`config.mk`:
```
export PLATFORM = sky130hd
export DESIGN_NAME = mmu_top
export DESIGN_NICKNAME = d
export VERILOG_FILES = /design/src/rtl/sv32_pkg.sv /design/src/rtl/mmu_ctrl_pkg.sv /design/src/rtl/tlb.sv /design/src/rtl/page_walker.sv /design/src/rtl/xlat_ctrl.sv /design/src/rtl/mmu_top.sv
export VERILOG_INCLUDE_DIRS = /design/src /design/src/rtl
export SDC_FILE = /design/constraint.sdc
export NUM_CORES = 2
export LEC_CHECK = 0
export BUFFER_PORTS_ARGS = -buffer_cell sky130_fd_sc_hd__clkbuf_2
export CAP_MARGIN = 10
export CORE_AREA = 2 2 560 562
export DETAILED_ROUTE_END_ITERATION = 8
export DIE_AREA = 0 0 562 564
export GPL_TIMING_DRIVEN = 0
export SLEW_MARGIN = 40
export SYNTH_ARGS = -nofsm -noshare
export SYNTH_HDL_FRONTEND = slang
export SYNTH_SLANG_ARGS = --single-unit
export TNS_END_PERCENT = 100
```
`constraint.sdc`:
```
create_clock -name clk -period 16.9 [get_ports clk]
set_clock_uncertainty 0.1 [all_clocks]
set_input_delay 3.38 -clock clk [delete_from_list [all_inputs] [get_ports clk]]
set_output_delay 3.38 -clock clk [all_outputs]
set_load 0.1 [all_outputs]
```
`src/rtl/mmu_macros.svh`:
```
`ifndef MMU_MACROS_SVH
`define MMU_MACROS_SVH

// TLB geometry

// Sets per way
`define TLB_DEPTH 16

// Ways per set, power of two only
`define TLB_WAY_NUM 4

// log2 of the set count
`define TLB_IDX_WIDTH 4

// VPN[1] bits above the index plus all of VPN[0]
`define TLB_TAG_WIDTH 16

// Memory request credits held by the walker after reset
`define MEM_CREDITS 2

`endif

```
`src/rtl/sv32_pkg.sv`:
```
package sv32_pkg;

    // Sv32 addressing
    typedef logic [31:0] vaddr_t;
    typedef logic [33:0] paddr_t;

    // VPN[1] in 19:10, VPN[0] in 9:0
    typedef logic [19:0] vpn_t;

    // PPN[1] in 21:10, PPN[0] in 9:0
    typedef logic [21:0] ppn_t;

    // Raw PTE, PPN sits in 31:10
    typedef logic [31:0] pte_t;

    // Flag positions inside a PTE
    localparam int PTE_V = 0;
    localparam int PTE_R = 1;
    localparam int PTE_X = 3;

    // TLB set index and stored tag
    typedef logic [15:0] tlb_tag_t;
    typedef logic [3:0]  tlb_idx_t;

endpackage

```
`src/rtl/mmu_ctrl_pkg.sv`:
```
package mmu_ctrl_pkg;

    // Translation sequencer
    typedef enum logic [1:0] {
        XLAT_IDLE,
        XLAT_LOOKUP,
        XLAT_WALK,
        XLAT_RESPOND
    } xlat_state_t;

    // Two-level page-table walker
    typedef enum logic [2:0] {
        WALK_IDLE,
        WALK_REQ_L1,
        WALK_WAIT_L1,
        WALK_REQ_L0,
        WALK_WAIT_L0,
        WALK_DONE
    } walk_state_t;

endpackage

```
`src/rtl/tlb.sv`:
```
`timescale 1ns/100ps
`include "mmu_macros.svh"

module tlb
    import sv32_pkg::*;
(
    input  logic clk,
    input  logic rstn,
    input  logic cs,
    input  logic we,
    input  vpn_t vpn,
    input  logic spage_in,
    input  pte_t pte_in,
    input  logic flush_req,
    output logic pte_hit,
    output logic spage_out,
    output pte_t pte_out
);

    localparam int ORD_W = $clog2(`TLB_WAY_NUM);
    localparam logic [ORD_W-1:0] MRU = ORD_W'(`TLB_WAY_NUM - 1);

    tlb_idx_t idx;
    tlb_idx_t idx_q;
    tlb_tag_t tag_in;
    tlb_tag_t tag_q;
    logic     cs_q;
    logic     wr;
    logic     promote;

    logic [`TLB_DEPTH-1:0] valid [`TLB_WAY_NUM];
    logic [`TLB_DEPTH-1:0] spg   [`TLB_WAY_NUM];
    logic [ORD_W-1:0]      order [`TLB_WAY_NUM][`TLB_DEPTH];

    logic [`TLB_WAY_NUM-1:0] hit;
    logic [`TLB_WAY_NUM-1:0] victim;
    logic                    spg_q   [`TLB_WAY_NUM];
    pte_t                    way_pte [`TLB_WAY_NUM];
    logic [ORD_W-1:0]        victim_order;
    logic [ORD_W-1:0]        hit_order;

    assign idx     = vpn[10 +: `TLB_IDX_WIDTH];
    // Megapage entries keep VPN[0] out of the tag
    assign tag_in  = {vpn[19:10+`TLB_IDX_WIDTH], vpn[9:0] & {10{~spage_in}}};
    assign wr      = cs && we;
    assign promote = cs_q && pte_hit;
    assign pte_hit = |hit;

    always_ff @(posedge clk or negedge rstn) begin
        if (!rstn) begin
            cs_q <= 1'b0;
        end else begin
            cs_q <= cs && !we;
        end
    end

    // Lookup context for the cycle after the lookup edge
    always_ff @(posedge clk) begin
        idx_q <= idx;
        tag_q <= {vpn[19:10+`TLB_IDX_WIDTH], vpn[9:0]};
    end

    always_comb begin
        victim_order = '0;
        hit_order    = '0;
        for (int w = 0; w < `TLB_WAY_NUM; w++) begin
            if (victim[w]) begin
                victim_order = victim_order | order[w][idx];
            end
            if (hit[w]) begin
                hit_order = hit_order | order[w][idx_q];
            end
        end
    end

    always_comb begin
        pte_out   = '0;
        spage_out = 1'b0;
        for (int w = 0; w < `TLB_WAY_NUM; w++) begin
            if (hit[w]) begin
                pte_out   = pte_out | way_pte[w];
                spage_out = spage_out | spg_q[w];
            end
        end
        // Put the requested VPN[0] back into PPN[0] of a megapage
        if (spage_out) begin
            pte_out[19:10] = pte_out[19:10] | tag_q[9:0];
        end
    end

    for (genvar g = 0; g < `TLB_WAY_NUM; g++) begin : g_way
        tlb_tag_t tag_mem [`TLB_DEPTH];
        pte_t     pte_mem [`TLB_DEPTH];
        tlb_tag_t tag_rd;
        logic     valid_q;

        // Only the way holding order 0 takes the fill
        assign victim[g] = wr && (order[g][idx] == '0);
        assign hit[g]    = cs_q && valid_q &&
                           (tag_rd == {tag_q[`TLB_TAG_WIDTH-1:10],
                                       tag_q[9:0] & {10{~spg_q[g]}}});

        always_ff @(posedge clk or negedge rstn) begin
            if (!rstn) begin
                valid[g] <= '0;
                spg[g]   <= '0;
                for (int i = 0; i < `TLB_DEPTH; i++) begin
                    order[g][i] <= ORD_W'(g);
                end
            end else if (flush_req) begin
                valid[g] <= '0;
                for (int i = 0; i < `TLB_DEPTH; i++) begin
                    order[g][i] <= ORD_W'(g);
                end
            end else if (wr) begin
                if (victim[g]) begin
                    valid[g][idx] <= 1'b1;
                    spg[g][idx]   <= spage_in;
                    order[g][idx] <= MRU;
                end else if (order[g][idx] > victim_order) begin
                    order[g][idx] <= order[g][idx] - 1'b1;
                end
            end else if (promote) begin
                if (hit[g]) begin
                    order[g][idx_q] <= MRU;
                end else if (order[g][idx_q] > hit_order) begin
                    order[g][idx_q] <= order[g][idx_q] - 1'b1;
                end
            end
        end

        // A flush on the lookup edge already forces a miss
        always_ff @(posedge clk or negedge rstn) begin
            if (!rstn) begin
                valid_q <= 1'b0;
            end else begin
                valid_q <= valid[g][idx] && !flush_req;
            end
        end

        always_ff @(posedge clk) begin
            if (victim[g]) begin
                tag_mem[idx] <= tag_in;
                pte_mem[idx] <= pte_in;
            end
            tag_rd     <= tag_mem[idx];
            way_pte[g] <= pte_mem[idx];
            spg_q[g]   <= spg[g][idx];
        end
    end

endmodule

```
`src/rtl/page_walker.sv`:
```
`timescale 1ns/100ps
`include "mmu_macros.svh"

module page_walker
    import sv32_pkg::*;
    import mmu_ctrl_pkg::*;
(
    input  logic   clk,
    input  logic   rstn,
    input  ppn_t   satp_ppn,
    input  logic   walk_start,
    input  vpn_t   walk_vpn,
    output logic   walk_done,
    output logic   walk_fault,
    output pte_t   walk_pte,
    output logic   walk_mega,
    output logic   mem_req_valid,
    output paddr_t mem_req_addr,
    input  logic   mem_credit,
    input  logic   mem_rsp_valid,
    input  pte_t   mem_rsp_data
);

    localparam int CRED_W = $clog2(`MEM_CREDITS + 1);

    walk_state_t       state;
    logic [CRED_W-1:0] credits;
    vpn_t              vpn_q;
    pte_t              pte_q;
    logic              rsp_leaf;

    assign rsp_leaf = mem_rsp_data[PTE_R] || mem_rsp_data[PTE_X];

    // Hold in the request state until memory hands back a credit
    assign mem_req_valid = ((state == WALK_REQ_L1) || (state == WALK_REQ_L0)) &&
                           (credits != '0);

    // Level 0 goes through the PPN of the level-1 pointer
    assign mem_req_addr = (state == WALK_REQ_L1) ?
                          {satp_ppn, vpn_q[19:10], 2'b00} :
                          {pte_q[31:10], vpn_q[9:0], 2'b00};

    assign walk_done = (state == WALK_DONE);
    assign walk_pte  = pte_q;

    always_ff @(posedge clk or negedge rstn) begin
        if (!rstn) begin
            credits <= CRED_W'(`MEM_CREDITS);
        end else begin
            credits <= credits + CRED_W'(mem_credit) - CRED_W'(mem_req_valid);
        end
    end

    always_ff @(posedge clk or negedge rstn) begin
        if (!rstn) begin
            state      <= WALK_IDLE;
            walk_fault <= 1'b0;
            walk_mega  <= 1'b0;
        end else begin
            case (state)
                WALK_IDLE: begin
                    if (walk_start) begin
                        walk_fault <= 1'b0;
                        walk_mega  <= 1'b0;
                        state      <= WALK_REQ_L1;
                    end
                end
                WALK_REQ_L1: begin
                    if (mem_req_valid) begin
                        state <= WALK_WAIT_L1;
                    end
                end
                WALK_WAIT_L1: begin
                    if (mem_rsp_valid) begin
                        if (!mem_rsp_data[PTE_V]) begin
                            walk_fault <= 1'b1;
                            state      <= WALK_DONE;
                        end else if (rsp_leaf) begin
                            // Megapage must have PPN[0] clear
                            walk_mega  <= 1'b1;
                            walk_fault <= (mem_rsp_data[19:10] != '0);
                            state      <= WALK_DONE;
                        end else begin
                            state <= WALK_REQ_L0;
                        end
                    end
                end
                WALK_REQ_L0: begin
                    if (mem_req_valid) begin
                        state <= WALK_WAIT_L0;
                    end
                end
                WALK_WAIT_L0: begin
                    if (mem_rsp_valid) begin
                        walk_fault <= !mem_rsp_data[PTE_V] || !rsp_leaf;
                        state      <= WALK_DONE;
                    end
                end
                default: begin
                    state <= WALK_IDLE;
                end
            endcase
        end
    end

    always_ff @(posedge clk) begin
        if ((state == WALK_IDLE) && walk_start) begin
            vpn_q <= walk_vpn;
        end
        if (((state == WALK_WAIT_L1) || (state == WALK_WAIT_L0)) && mem_rsp_valid) begin
            pte_q <= mem_rsp_data;
        end
    end

endmodule

```
`src/rtl/xlat_ctrl.sv`:
```
`timescale 1ns/100ps

module xlat_ctrl
    import sv32_pkg::*;
    import mmu_ctrl_pkg::*;
(
    input  logic   clk,
    input  logic   rstn,
    input  logic   req_valid,
    input  vaddr_t req_vaddr,
    output logic   xlat_credit,
    output logic   rsp_valid,
    output paddr_t rsp_paddr,
    output logic   rsp_fault,
    output logic   tlb_cs,
    output logic   tlb_we,
    output vpn_t   tlb_vpn,
    output logic   tlb_spage_in,
    output pte_t   tlb_pte_in,
    input  logic   tlb_hit,
    input  logic   tlb_spage_out,
    input  pte_t   tlb_pte_out,
    output logic   walk_start,
    output vpn_t   walk_vpn,
    input  logic   walk_done,
    input  logic   walk_fault,
    input  pte_t   walk_pte,
    input  logic   walk_mega
);

    xlat_state_t state;
    vaddr_t      vaddr_q;
    logic        refill_q;
    logic        init_q;

    // Megapage takes PPN[0] from VPN[0] of the request
    function automatic paddr_t form_paddr(pte_t pte, logic mega, vaddr_t va);
        ppn_t ppn;
        ppn = pte[31:10];
        if (mega) begin
            ppn[9:0] = va[21:12];
        end
        return {ppn, va[11:0]};
    endfunction

    // Lookup goes out on the request edge itself
    assign tlb_vpn      = (state == XLAT_IDLE) ? req_vaddr[31:12] : vaddr_q[31:12];
    assign tlb_we       = (state == XLAT_RESPOND) && refill_q;
    assign tlb_cs       = ((state == XLAT_IDLE) && req_valid) || tlb_we;
    assign tlb_pte_in   = walk_pte;
    assign tlb_spage_in = walk_mega;
    assign walk_vpn     = vaddr_q[31:12];
    assign rsp_valid    = (state == XLAT_RESPOND);

    always_ff @(posedge clk or negedge rstn) begin
        if (!rstn) begin
            state       <= XLAT_IDLE;
            walk_start  <= 1'b0;
            refill_q    <= 1'b0;
            init_q      <= 1'b1;
            xlat_credit <= 1'b0;
        end else begin
            init_q      <= 1'b0;
            xlat_credit <= init_q || (state == XLAT_RESPOND);
            walk_start  <= (state == XLAT_LOOKUP) && !tlb_hit;
            case (state)
                XLAT_IDLE:    if (req_valid) state <= XLAT_LOOKUP;
                XLAT_LOOKUP: begin
                    refill_q <= 1'b0;
                    state    <= tlb_hit ? XLAT_RESPOND : XLAT_WALK;
                end
                XLAT_WALK: begin
                    if (walk_done) begin
                        refill_q <= !walk_fault;
                        state    <= XLAT_RESPOND;
                    end
                end
                default:      state <= XLAT_IDLE;
            endcase
        end
    end

    always_ff @(posedge clk) begin
        if ((state == XLAT_IDLE) && req_valid) begin
            vaddr_q <= req_vaddr;
        end
        if ((state == XLAT_LOOKUP) && tlb_hit) begin
            rsp_paddr <= form_paddr(tlb_pte_out, tlb_spage_out, vaddr_q);
            rsp_fault <= 1'b0;
        end else if ((state == XLAT_WALK) && walk_done) begin
            rsp_paddr <= walk_fault ? '0 : form_paddr(walk_pte, walk_mega, vaddr_q);
            rsp_fault <= walk_fault;
        end
    end

endmodule

```
`src/rtl/mmu_top.sv`:
```
`timescale 1ns/100ps

module mmu_top
    import sv32_pkg::*;
(
    input  logic   clk,
    input  logic   rstn,
    input  ppn_t   satp_ppn,
    input  logic   flush_req,
    input  logic   req_valid,
    input  vaddr_t req_vaddr,
    output logic   xlat_credit,
    output logic   rsp_valid,
    output paddr_t rsp_paddr,
    output logic   rsp_fault,
    output logic   mem_req_valid,
    output paddr_t mem_req_addr,
    input  logic   mem_credit,
    input  logic   mem_rsp_valid,
    input  pte_t   mem_rsp_data
);

    logic tlb_cs;
    logic tlb_we;
    vpn_t tlb_vpn;
    logic tlb_spage_in;
    pte_t tlb_pte_in;
    logic tlb_hit;
    logic tlb_spage_out;
    pte_t tlb_pte_out;

    logic walk_start;
    vpn_t walk_vpn;
    logic walk_done;
    logic walk_fault;
    pte_t walk_pte;
    logic walk_mega;

    xlat_ctrl i_xlat_ctrl (
        .clk           (clk),
        .rstn          (rstn),
        .req_valid     (req_valid),
        .req_vaddr     (req_vaddr),
        .xlat_credit   (xlat_credit),
        .rsp_valid     (rsp_valid),
        .rsp_paddr     (rsp_paddr),
        .rsp_fault     (rsp_fault),
        .tlb_cs        (tlb_cs),
        .tlb_we        (tlb_we),
        .tlb_vpn       (tlb_vpn),
        .tlb_spage_in  (tlb_spage_in),
        .tlb_pte_in    (tlb_pte_in),
        .tlb_hit       (tlb_hit),
        .tlb_spage_out (tlb_spage_out),
        .tlb_pte_out   (tlb_pte_out),
        .walk_start    (walk_start),
        .walk_vpn      (walk_vpn),
        .walk_done     (walk_done),
        .walk_fault    (walk_fault),
        .walk_pte      (walk_pte),
        .walk_mega     (walk_mega)
    );

    tlb i_tlb (
        .clk       (clk),
        .rstn      (rstn),
        .cs        (tlb_cs),
        .we        (tlb_we),
        .vpn       (tlb_vpn),
        .spage_in  (tlb_spage_in),
        .pte_in    (tlb_pte_in),
        .flush_req (flush_req),
        .pte_hit   (tlb_hit),
        .spage_out (tlb_spage_out),
        .pte_out   (tlb_pte_out)
    );

    page_walker i_page_walker (
        .clk           (clk),
        .rstn          (rstn),
        .satp_ppn      (satp_ppn),
        .walk_start    (walk_start),
        .walk_vpn      (walk_vpn),
        .walk_done     (walk_done),
        .walk_fault    (walk_fault),
        .walk_pte      (walk_pte),
        .walk_mega     (walk_mega),
        .mem_req_valid (mem_req_valid),
        .mem_req_addr  (mem_req_addr),
        .mem_credit    (mem_credit),
        .mem_rsp_valid (mem_rsp_valid),
        .mem_rsp_data  (mem_rsp_data)
    );

endmodule

```
## After elaboration in Yosys (flattened, before gate mapping)

Memory sizes are Yosys's and may differ from the RTL's. A register that Yosys moved wholly into a read port is not among the register bits.
Cells that the tools add are included.

| storage, ports and cells | value |
|---|---|
| register bits | 413 |
| bits in read-only memories | 0 |
| bits in latches | 0 |
| memories kept | 10 |
| memory bits (writable) | 3,204 |
| input port bits | 92 |

Memory list:

| memory | words | width | rd ports | clocked after memory_dff | wr ports | line | text |
|---|---|---|---|---|---|---|---|
| i_tlb.g_way[0].pte_mem | 16 | 32 | 1 | 0 | 1 | tlb.sv:93 | `` pte_t pte_mem [`TLB_DEPTH]; `` |
| i_tlb.g_way[1].pte_mem | 16 | 32 | 1 | 0 | 1 | tlb.sv:93 |  |
| i_tlb.g_way[2].pte_mem | 16 | 32 | 1 | 0 | 1 | tlb.sv:93 |  |
| i_tlb.g_way[3].pte_mem | 16 | 32 | 1 | 0 | 1 | tlb.sv:93 |  |
| i_tlb.g_way[0].tag_mem | 16 | 16 | 1 | 1 | 1 | tlb.sv:92 | `` tlb_tag_t tag_mem [`TLB_DEPTH]; `` |
| i_tlb.g_way[1].tag_mem | 16 | 16 | 1 | 1 | 1 | tlb.sv:92 |  |
| 4 more memories | - | - | - | - | - | - |  |

| operators by class | value |
|---|---|
| eq/ne operators | 26 |
| shift operators | 0 |
| div/mod/pow operators | 0 |
| bitwise logic cells | 37 |
| magnitude comparators | 14 |
| reduce and logical (&&, ||, !) cells | 82 |
| mux-type cells | 153 |
| multiply operators | 0 |
| add/subtract/negate cells | 10 |

Operators with widths:

| kind | number |
|---|---|
| 2-to-1 mux 32 bit | 32 |
| bitwise OR 32 bit | 11 |
| bitwise mux 32 bit | 8 |
| 2-to-1 mux 16 bit | 12 |
| 2-to-1 mux 34 bit | 4 |
| binary-select mux 2 bit (select 4 bit) | 8 |
| bitwise mux 16 bit | 4 |
| equality test 16 bit | 4 |
| bitwise OR 16 bit | 4 |
| 2-to-1 mux 2 bit | 28 |
| bitwise AND 10 bit | 5 |
| binary-select mux 1 bit (select 4 bit) | 8 |
| 2-to-1 mux 1 bit | 31 |
| logical AND 1 bit | 30 |
| AND reduction 3 bit | 8 |
| 2-to-1 mux 3 bit | 7 |
| 2-to-1 mux 10 bit | 2 |
| 2-to-1 mux 20 bit | 1 |
| nonzero test 2 bit | 9 |
| demux 2 bit (select 4 bit) | 2 |
| > comparator 2 bit | 8 |
| != test 4 bit, second input constant | 4 |
| nonzero test 4 bit | 4 |
| subtractor 2 x 1 -> 2 bit, second input constant | 8 |
| other kinds (32) | 80 |

## Longest topological paths before layout

| depth | value |
|---|---|
| depth after elaboration | 20 |
| mapped depth | 30 |
| mapped depth without buffers | 23 |

## Hierarchy

A second synthesis with hierarchy kept.

| unflattened totals | value |
|---|---|
| cells, all modules | 7,174 |
| area, all modules | 144,936.5 um^2 |

Modules (own cells, without submodules):

| module | times used | seq. area each (um^2) | area an instance (um^2) | cells each |
|---|---|---|---|---|
| tlb | 1 | 103,184.0 | 138,909.5 | 6,766 |
| xlat_ctrl | 1 | 2,153.3 | 3,533.4 | 265 |
| page_walker | 1 | 1,737.9 | 2,493.6 | 143 |

## Least setup slack after synthesis

No wires, ideal clock.

| timing path | value |
|---|---|
| kind | input port to flip-flop |
| start | in req_vaddr[23] |
| end | reg i_tlb.order[13] (netlist bit) |
| library setup time | 0.084 ns |
| setup slack | 8.517 ns |
| buffers on the path | 8 |
| required time | 16.716 ns |
| stages | 25 |
| arrival | 8.199 ns |
| cells stage by stage | mux2i_2 -> clkinv_1 -> buf_2 -> buf_2 -> clkbuf_1 -> nand2_1 -> a311oi_1 -> a31oi_1 -> a21oi_1 -> inv_1 -> ha_1 -> clkbuf_1 -> and3_1 -> clkbuf_1 -> clkbuf_1 -> a221oi_1 -> ha_1 -> a21oi_1 -> a21oi_1 -> o22ai_1 -> a21o_1 -> clkbuf_1 -> clkbuf_1 -> a21oi_1 -> a221o_1 |

| between the ends | value |
|---|---|
| longest elaborated chain between the ends | 17 |
| elaborated cells between the ends (all ways) | 44 |
| those cells by class | 1 x add/sub; 3 x order compare; 1 x eq/ne; 24 x mux; 5 x bitwise; 10 x reduce/logical |

RTL lines:

| item | line | text |
|---|---|---|
| from (decl) | mmu_top.sv:11 | `input vaddr_t req_vaddr,` |
| 2-to-1 mux 20 bit * | xlat_ctrl.sv:47 | `assign tlb_vpn = (state == XLAT_IDLE) ? req_vaddr[31:12] : vaddr_q[31:12];` |
| NOT 4 -> 5 bit (not written as such) * | - |  |
| binary-select mux 2 bit (select 4 bit) | tlb.sv:68, tlb.sv:98 |  |
| 2-to-1 mux 2 bit (not written as such) (2 in series) | tlb.sv:68, tlb.sv:98 |  |
| zero test 2 bit | tlb.sv:98 | `assign victim[g] = wr && (order[g][idx] == '0);` |
| logical AND 1 bit | tlb.sv:98 |  |
| 2-to-1 mux 2 bit | tlb.sv:67 | `if (victim[w]) begin` |
| bitwise OR 2 bit | tlb.sv:68 | `victim_order = victim_order \| order[w][idx];` |
| 2-to-1 mux 2 bit | tlb.sv:67 |  |
| bitwise OR 2 bit | tlb.sv:68 |  |
| 2-to-1 mux 2 bit | tlb.sv:67 |  |
| bitwise OR 2 bit | tlb.sv:68 |  |
| 2-to-1 mux 2 bit | tlb.sv:67 |  |
| > comparator 2 bit | tlb.sv:120 | `end else if (order[g][idx] > victim_order) begin` |
| != test 4 bit (no source line) | - |  |
| AND reduction 3 bit (no source line) | - |  |
| to (signal, indexed assignment) | tlb.sv:113 | `order[g][i] <= ORD_W'(g);` |
| to (signal, indexed assignment) | tlb.sv:121 | `order[g][idx] <= order[g][idx] - 1'b1;` |
| to (signal, indexed assignment) | tlb.sv:127 | `order[g][idx_q] <= order[g][idx_q] - 1'b1;` |
| to (decl) | tlb.sv:33 | `` logic [ORD_W-1:0] order [`TLB_WAY_NUM][`TLB_DEPTH]; `` |

Mark *: on every way between the ends. The rest lies on a longest branch, timed or not. The select of a mux whose other input is x is not followed.
A chain may end at the register's enable or synchronous reset.

## Worst setup path in the final report

| timing path | value |
|---|---|
| start | in req_vaddr[23] |
| end | reg i_tlb.order[29] (netlist bit) |

Same word-level chain as after synthesis.

==> flow_metrics.py <==
metrics = {
    "status": {
        "status": "finished clean",
    },
    "min_path": {
        "min_from": "i_xlat_ctrl.vaddr_q[31]",
        "hold_path_class": "reg2reg",
        "hold_depth": 0,
        "hold_end": "i_page_walker.vpn_q[19]",
    },
    "setup_path": {
        "worstSetupPathType": "in2reg",
        "rr_endpoint": "i_tlb.order[29]",
        "cp_data_arrival_time_ns": 12.54,
        "endpoint_kind": "register",
        "reg2reg_depth": 31,
        "crit_required_ns": 17.67,
        "cp_max_fo": 10,
        "reg2reg_from": "i_xlat_ctrl.state[0]",
        "startpoint": "req_vaddr[23]",
        "r2r_slack_ns": 6.57,
        "start_kind": "input pin",
    },
    "yosys": {
        "synth-seq-cells": 2991,
        "synth_area_leaders": "edfxtp_1 62%, nand2_1 8.6%, dfrtp_1 4.2%",
        "syn_inst": 10110,
        "synthArstFlopShare_pct": 9.161,
        "yosys_warnings": 0,
        "synth_top_cell_area_share_pct": 61.55,
        "syn_area_um2": 123900,
        "syn_area_per_cell_um2": 12.26,
        "synth_cell_types": 94,
        "synth_edf_count": 2540,
        "synth_top_cell_by_area": "edfxtp_1",
        "seq_area_frac_synth_pct": 70.01,
        "synthFlopType": "edfxtp_1",
    },
    "clock_tree": {
        "ctsHoldBuffers": 0,
        "cts_buffers": 313,
        "cts.path.max_buffers": 4,
        "h-tree-depth": 5,
        "worstSkewPairLatency_ns": 0.98,
        "cts_tree": "built",
        "cts_sinks": 2991,
        "post_cts_resized": 0,
        "post_cts_buffers": 0,
        "clock-root-buffer": "clkbuf_16",
        "clk_pin_slew_ns": 0.06,
    },
    "finish": {
        "regArea_um2": 86760,
        "drive_gt1_share_pct": 13.88,
        "final_common_cell": "nand2_1",
        "final_cell_mix": "2,850 x nand2_1, 2,540 x edfxtp_1, 712 x nand3_1, 599 x clkbuf_1, 484 x a311oi_1",
        "multi_input_area_um2": 35020,
        "n_fill_cell": 27090,
        "finalInstanceArea_um2": 148700,
        "stdcell_count": 15420,
        "nets": 11110,
        "area_delta_synth_final_pct": 20.03,
    },
    "drt": {
        "drt-pass1-iter-count": 6,
        "dr.first_iter.drc_count": 14040,
        "avgRoutedWirePerCell_um": 33.36,
        "route.detailed.drc": 0,
        "ant_nets": 0,
        "vias_per_cell": 6.068,
        "routed_wl_um": 514600,
        "via_count": 93600,
    },
    "floorplanning": {
        "die_y_um": 564,
        "ios": 164,
        "core-area_um2": 310900,
        "dieArea_um2": 317000,
        "initial_core_util_pct": 39.86,
        "core.rowCount": 205,
        "dieWidth_um": 562,
    },
    "sta": {
        "max_slew_margin_pct": 30.78,
        "final.setup.worst_slack_ns": 5.130,
        "max_clock_freq_mhz": 84.96,
        "maxSlewViolCount": 0,
        "setup_viol": 0,
        "setup-tns-final_ns": 0,
        "period_minus_slack_ns": 11.77,
        "hold_viol": 0,
        "finalCritPeriodShare_pct": 69.65,
        "worst_pin_slew_ns": 1.027,
        "grt_setup_unrepaired": "no",
    },
    "placed_design": {
        "placed_area_um2": 138500,
        "gp_congestion": 1.038,
        "dp_worst_setup_slack_ns": 4.365,
        "port_buffers": 153,
        "dp_hpwl_um": 388000,
        "placed_cells": 14810,
    },
    "global_routing": {
        "grt_pass1_vias": 87440,
        "grt_overflow_total": 0,
        "grt_util_all_layers_pct": 31.78,
        "grt_pass1_wl_um": 702600,
        "antenna_found_initial": 43,
        "grt_max_degree": 67,
    },
    "pwr": {
        "pwr_density_cell_nw_per_um2": 174.7,
        "irDropWorstVdd_uv": 107.3,
        "leakage_nw": 52.45,
    },
    "run": {
        "maxCapViolCount": 0,
    },
}
[layout make-up]
cell class	count	share of cell area [%]
Sequential cell	2991	58.33
Multi-Input combinational cell	6301	23.55
Clock buffer	412	5.785
Timing Repair Buffer	565	5.517
Tap cell	4140	3.483
Buffer	763	2.108
Clock inverter	156	1.018
Inverter	55	0.1388
Antenna cell	41	0.06898
[critical path, cell delays in order]
cell and delay, ns:
clkbuf_2 0.18, mux2i_4 0.18, buf_8 0.20, clkinv_1 0.37, buf_2 0.65, buf_2 0.56, clkbuf_2 0.58, nand2_1 0.11
a311oi_1 0.33, a31oi_1 0.10, a21oi_1 0.62, inv_1 0.10, ha_1 0.20, clkbuf_1 0.29, nand2_1 0.42, clkbuf_2 0.60
o22ai_1 0.34, a221o_1 0.51, ha_1 0.34, a21oi_1 0.06, o22ai_1 0.47, buf_4 0.25, a21o_1 0.19, clkbuf_1 0.41
clkbuf_1 0.54, a21oi_1 0.15, a221o_1 0.32
[synth_stat cells (all sizes together) (15+ instances only)]
master	instances
clkbuf	665
nor2b	34
dfstp	66
o211ai	52
a21boi	19
a31oi	197
nand2	2851
ha	27
xnor2	21
a221oi	17
a2111oi	15
a211oi	44
and2	18
and3	333
o22ai	83
nand2b	32
mux2i	30
a22oi	71
buf	98
nor2	212
nor3	51
or3	20
o21a	84
o2bb2ai	23
inv	54
nand3	712
o32ai	17
mux2	85
dfrtp	208
a21o	24
mux4	38
edfxtp	2540
xor2	18
a21oi	296
a311oi	484
a221o	25
o21ai	159
dfxtp	177
[logic make-up (layout without fill, tap and decap cells)]
| logic type | after synthesis | in the layout | share of synthesized area (%) |
|---|---|---|---|
| DFF | 2991 | 2991 | 70.01 |
| other | 1 | 44 | 0.003026 |
| buffers and inverters | 818 | 1951 | 2.523 |
| xor gates and xnor gates | 39 | 39 | 0.2757 |
| adders and majority gates | 27 | 27 | 0.2726 |
| muxes | 153 | 153 | 1.709 |
| and+or+nand+nor | 4348 | 4348 | 15.11 |
| AOI/OAI and AO/OA | 1731 | 1731 | 10.10 |
[stage by stage]
step                      hold slack [ns]  util, %  power, mW
after floorplan                    0.3222        -      13.78
after global placement             0.3340    41.77      18.12
after detailed placement           0.3559    44.55      18.83
after CTS                          0.3726    47.80      25.66
after global routing               0.3891    47.81      26.60
final                              0.3735    47.84      25.98
[routing by layer]
layer	vias up	GRT usage, %	share of wire, %
li1	39430	-	-
met1	46570	41.51	38
met2	6211	46.93	43
met3	1385	7.090	11
met4	2	22.60	8.3
met5	-	0	0.0014
[power by group]
| part | switching (mW) | internal, mW | total, mW |
|---|---|---|---|
| combinational | 7.22 | 2.54 | 9.76 |
| clock | 2.97 | 3.93 | 6.90 |
| sequential | 0.479 | 8.84 | 9.31 |
| total | 10.7 | 15.3 | 26.0 |
[worst max-delay path by stage]
stage | endpoint | slack, ns | cells after the start
floorplan | i_tlb.order[13] | 8.52 | 25
global placement | i_tlb.g_way[1].pte_mem[10][10] | 2.79 | 13
detailed placement | i_tlb.order[13] | 4.36 | 28
CTS | i_tlb.order[21] | 5.32 | 28
global route | i_tlb.order[21] | 5.32 | 27
finish | i_tlb.order[29] | 5.13 | 27
[sequential cells by signal, indices dropped and copies added, names as in the netlist, 2 cells and up]
signal	count
i_tlb.g_way.tag_mem	1024
i_tlb.g_way.tag_rd	64
i_tlb.idx_q	4
i_xlat_ctrl.rsp_paddr	34
i_tlb.g_way.pte_mem	1408
i_tlb.order	128
i_xlat_ctrl.state	2
i_tlb.way_pte	88
i_tlb.spg_q	4
i_page_walker.credits	2
i_page_walker.vpn_q	20
i_tlb.tag_q	16
i_xlat_ctrl.vaddr_q	32
i_tlb.valid	64
i_tlb.spg	64
i_page_walker.state	3
i_page_walker.walk_pte	22
i_tlb.g_way.valid_q	4
No activity file was read; power rests on OpenSTA's default activity.
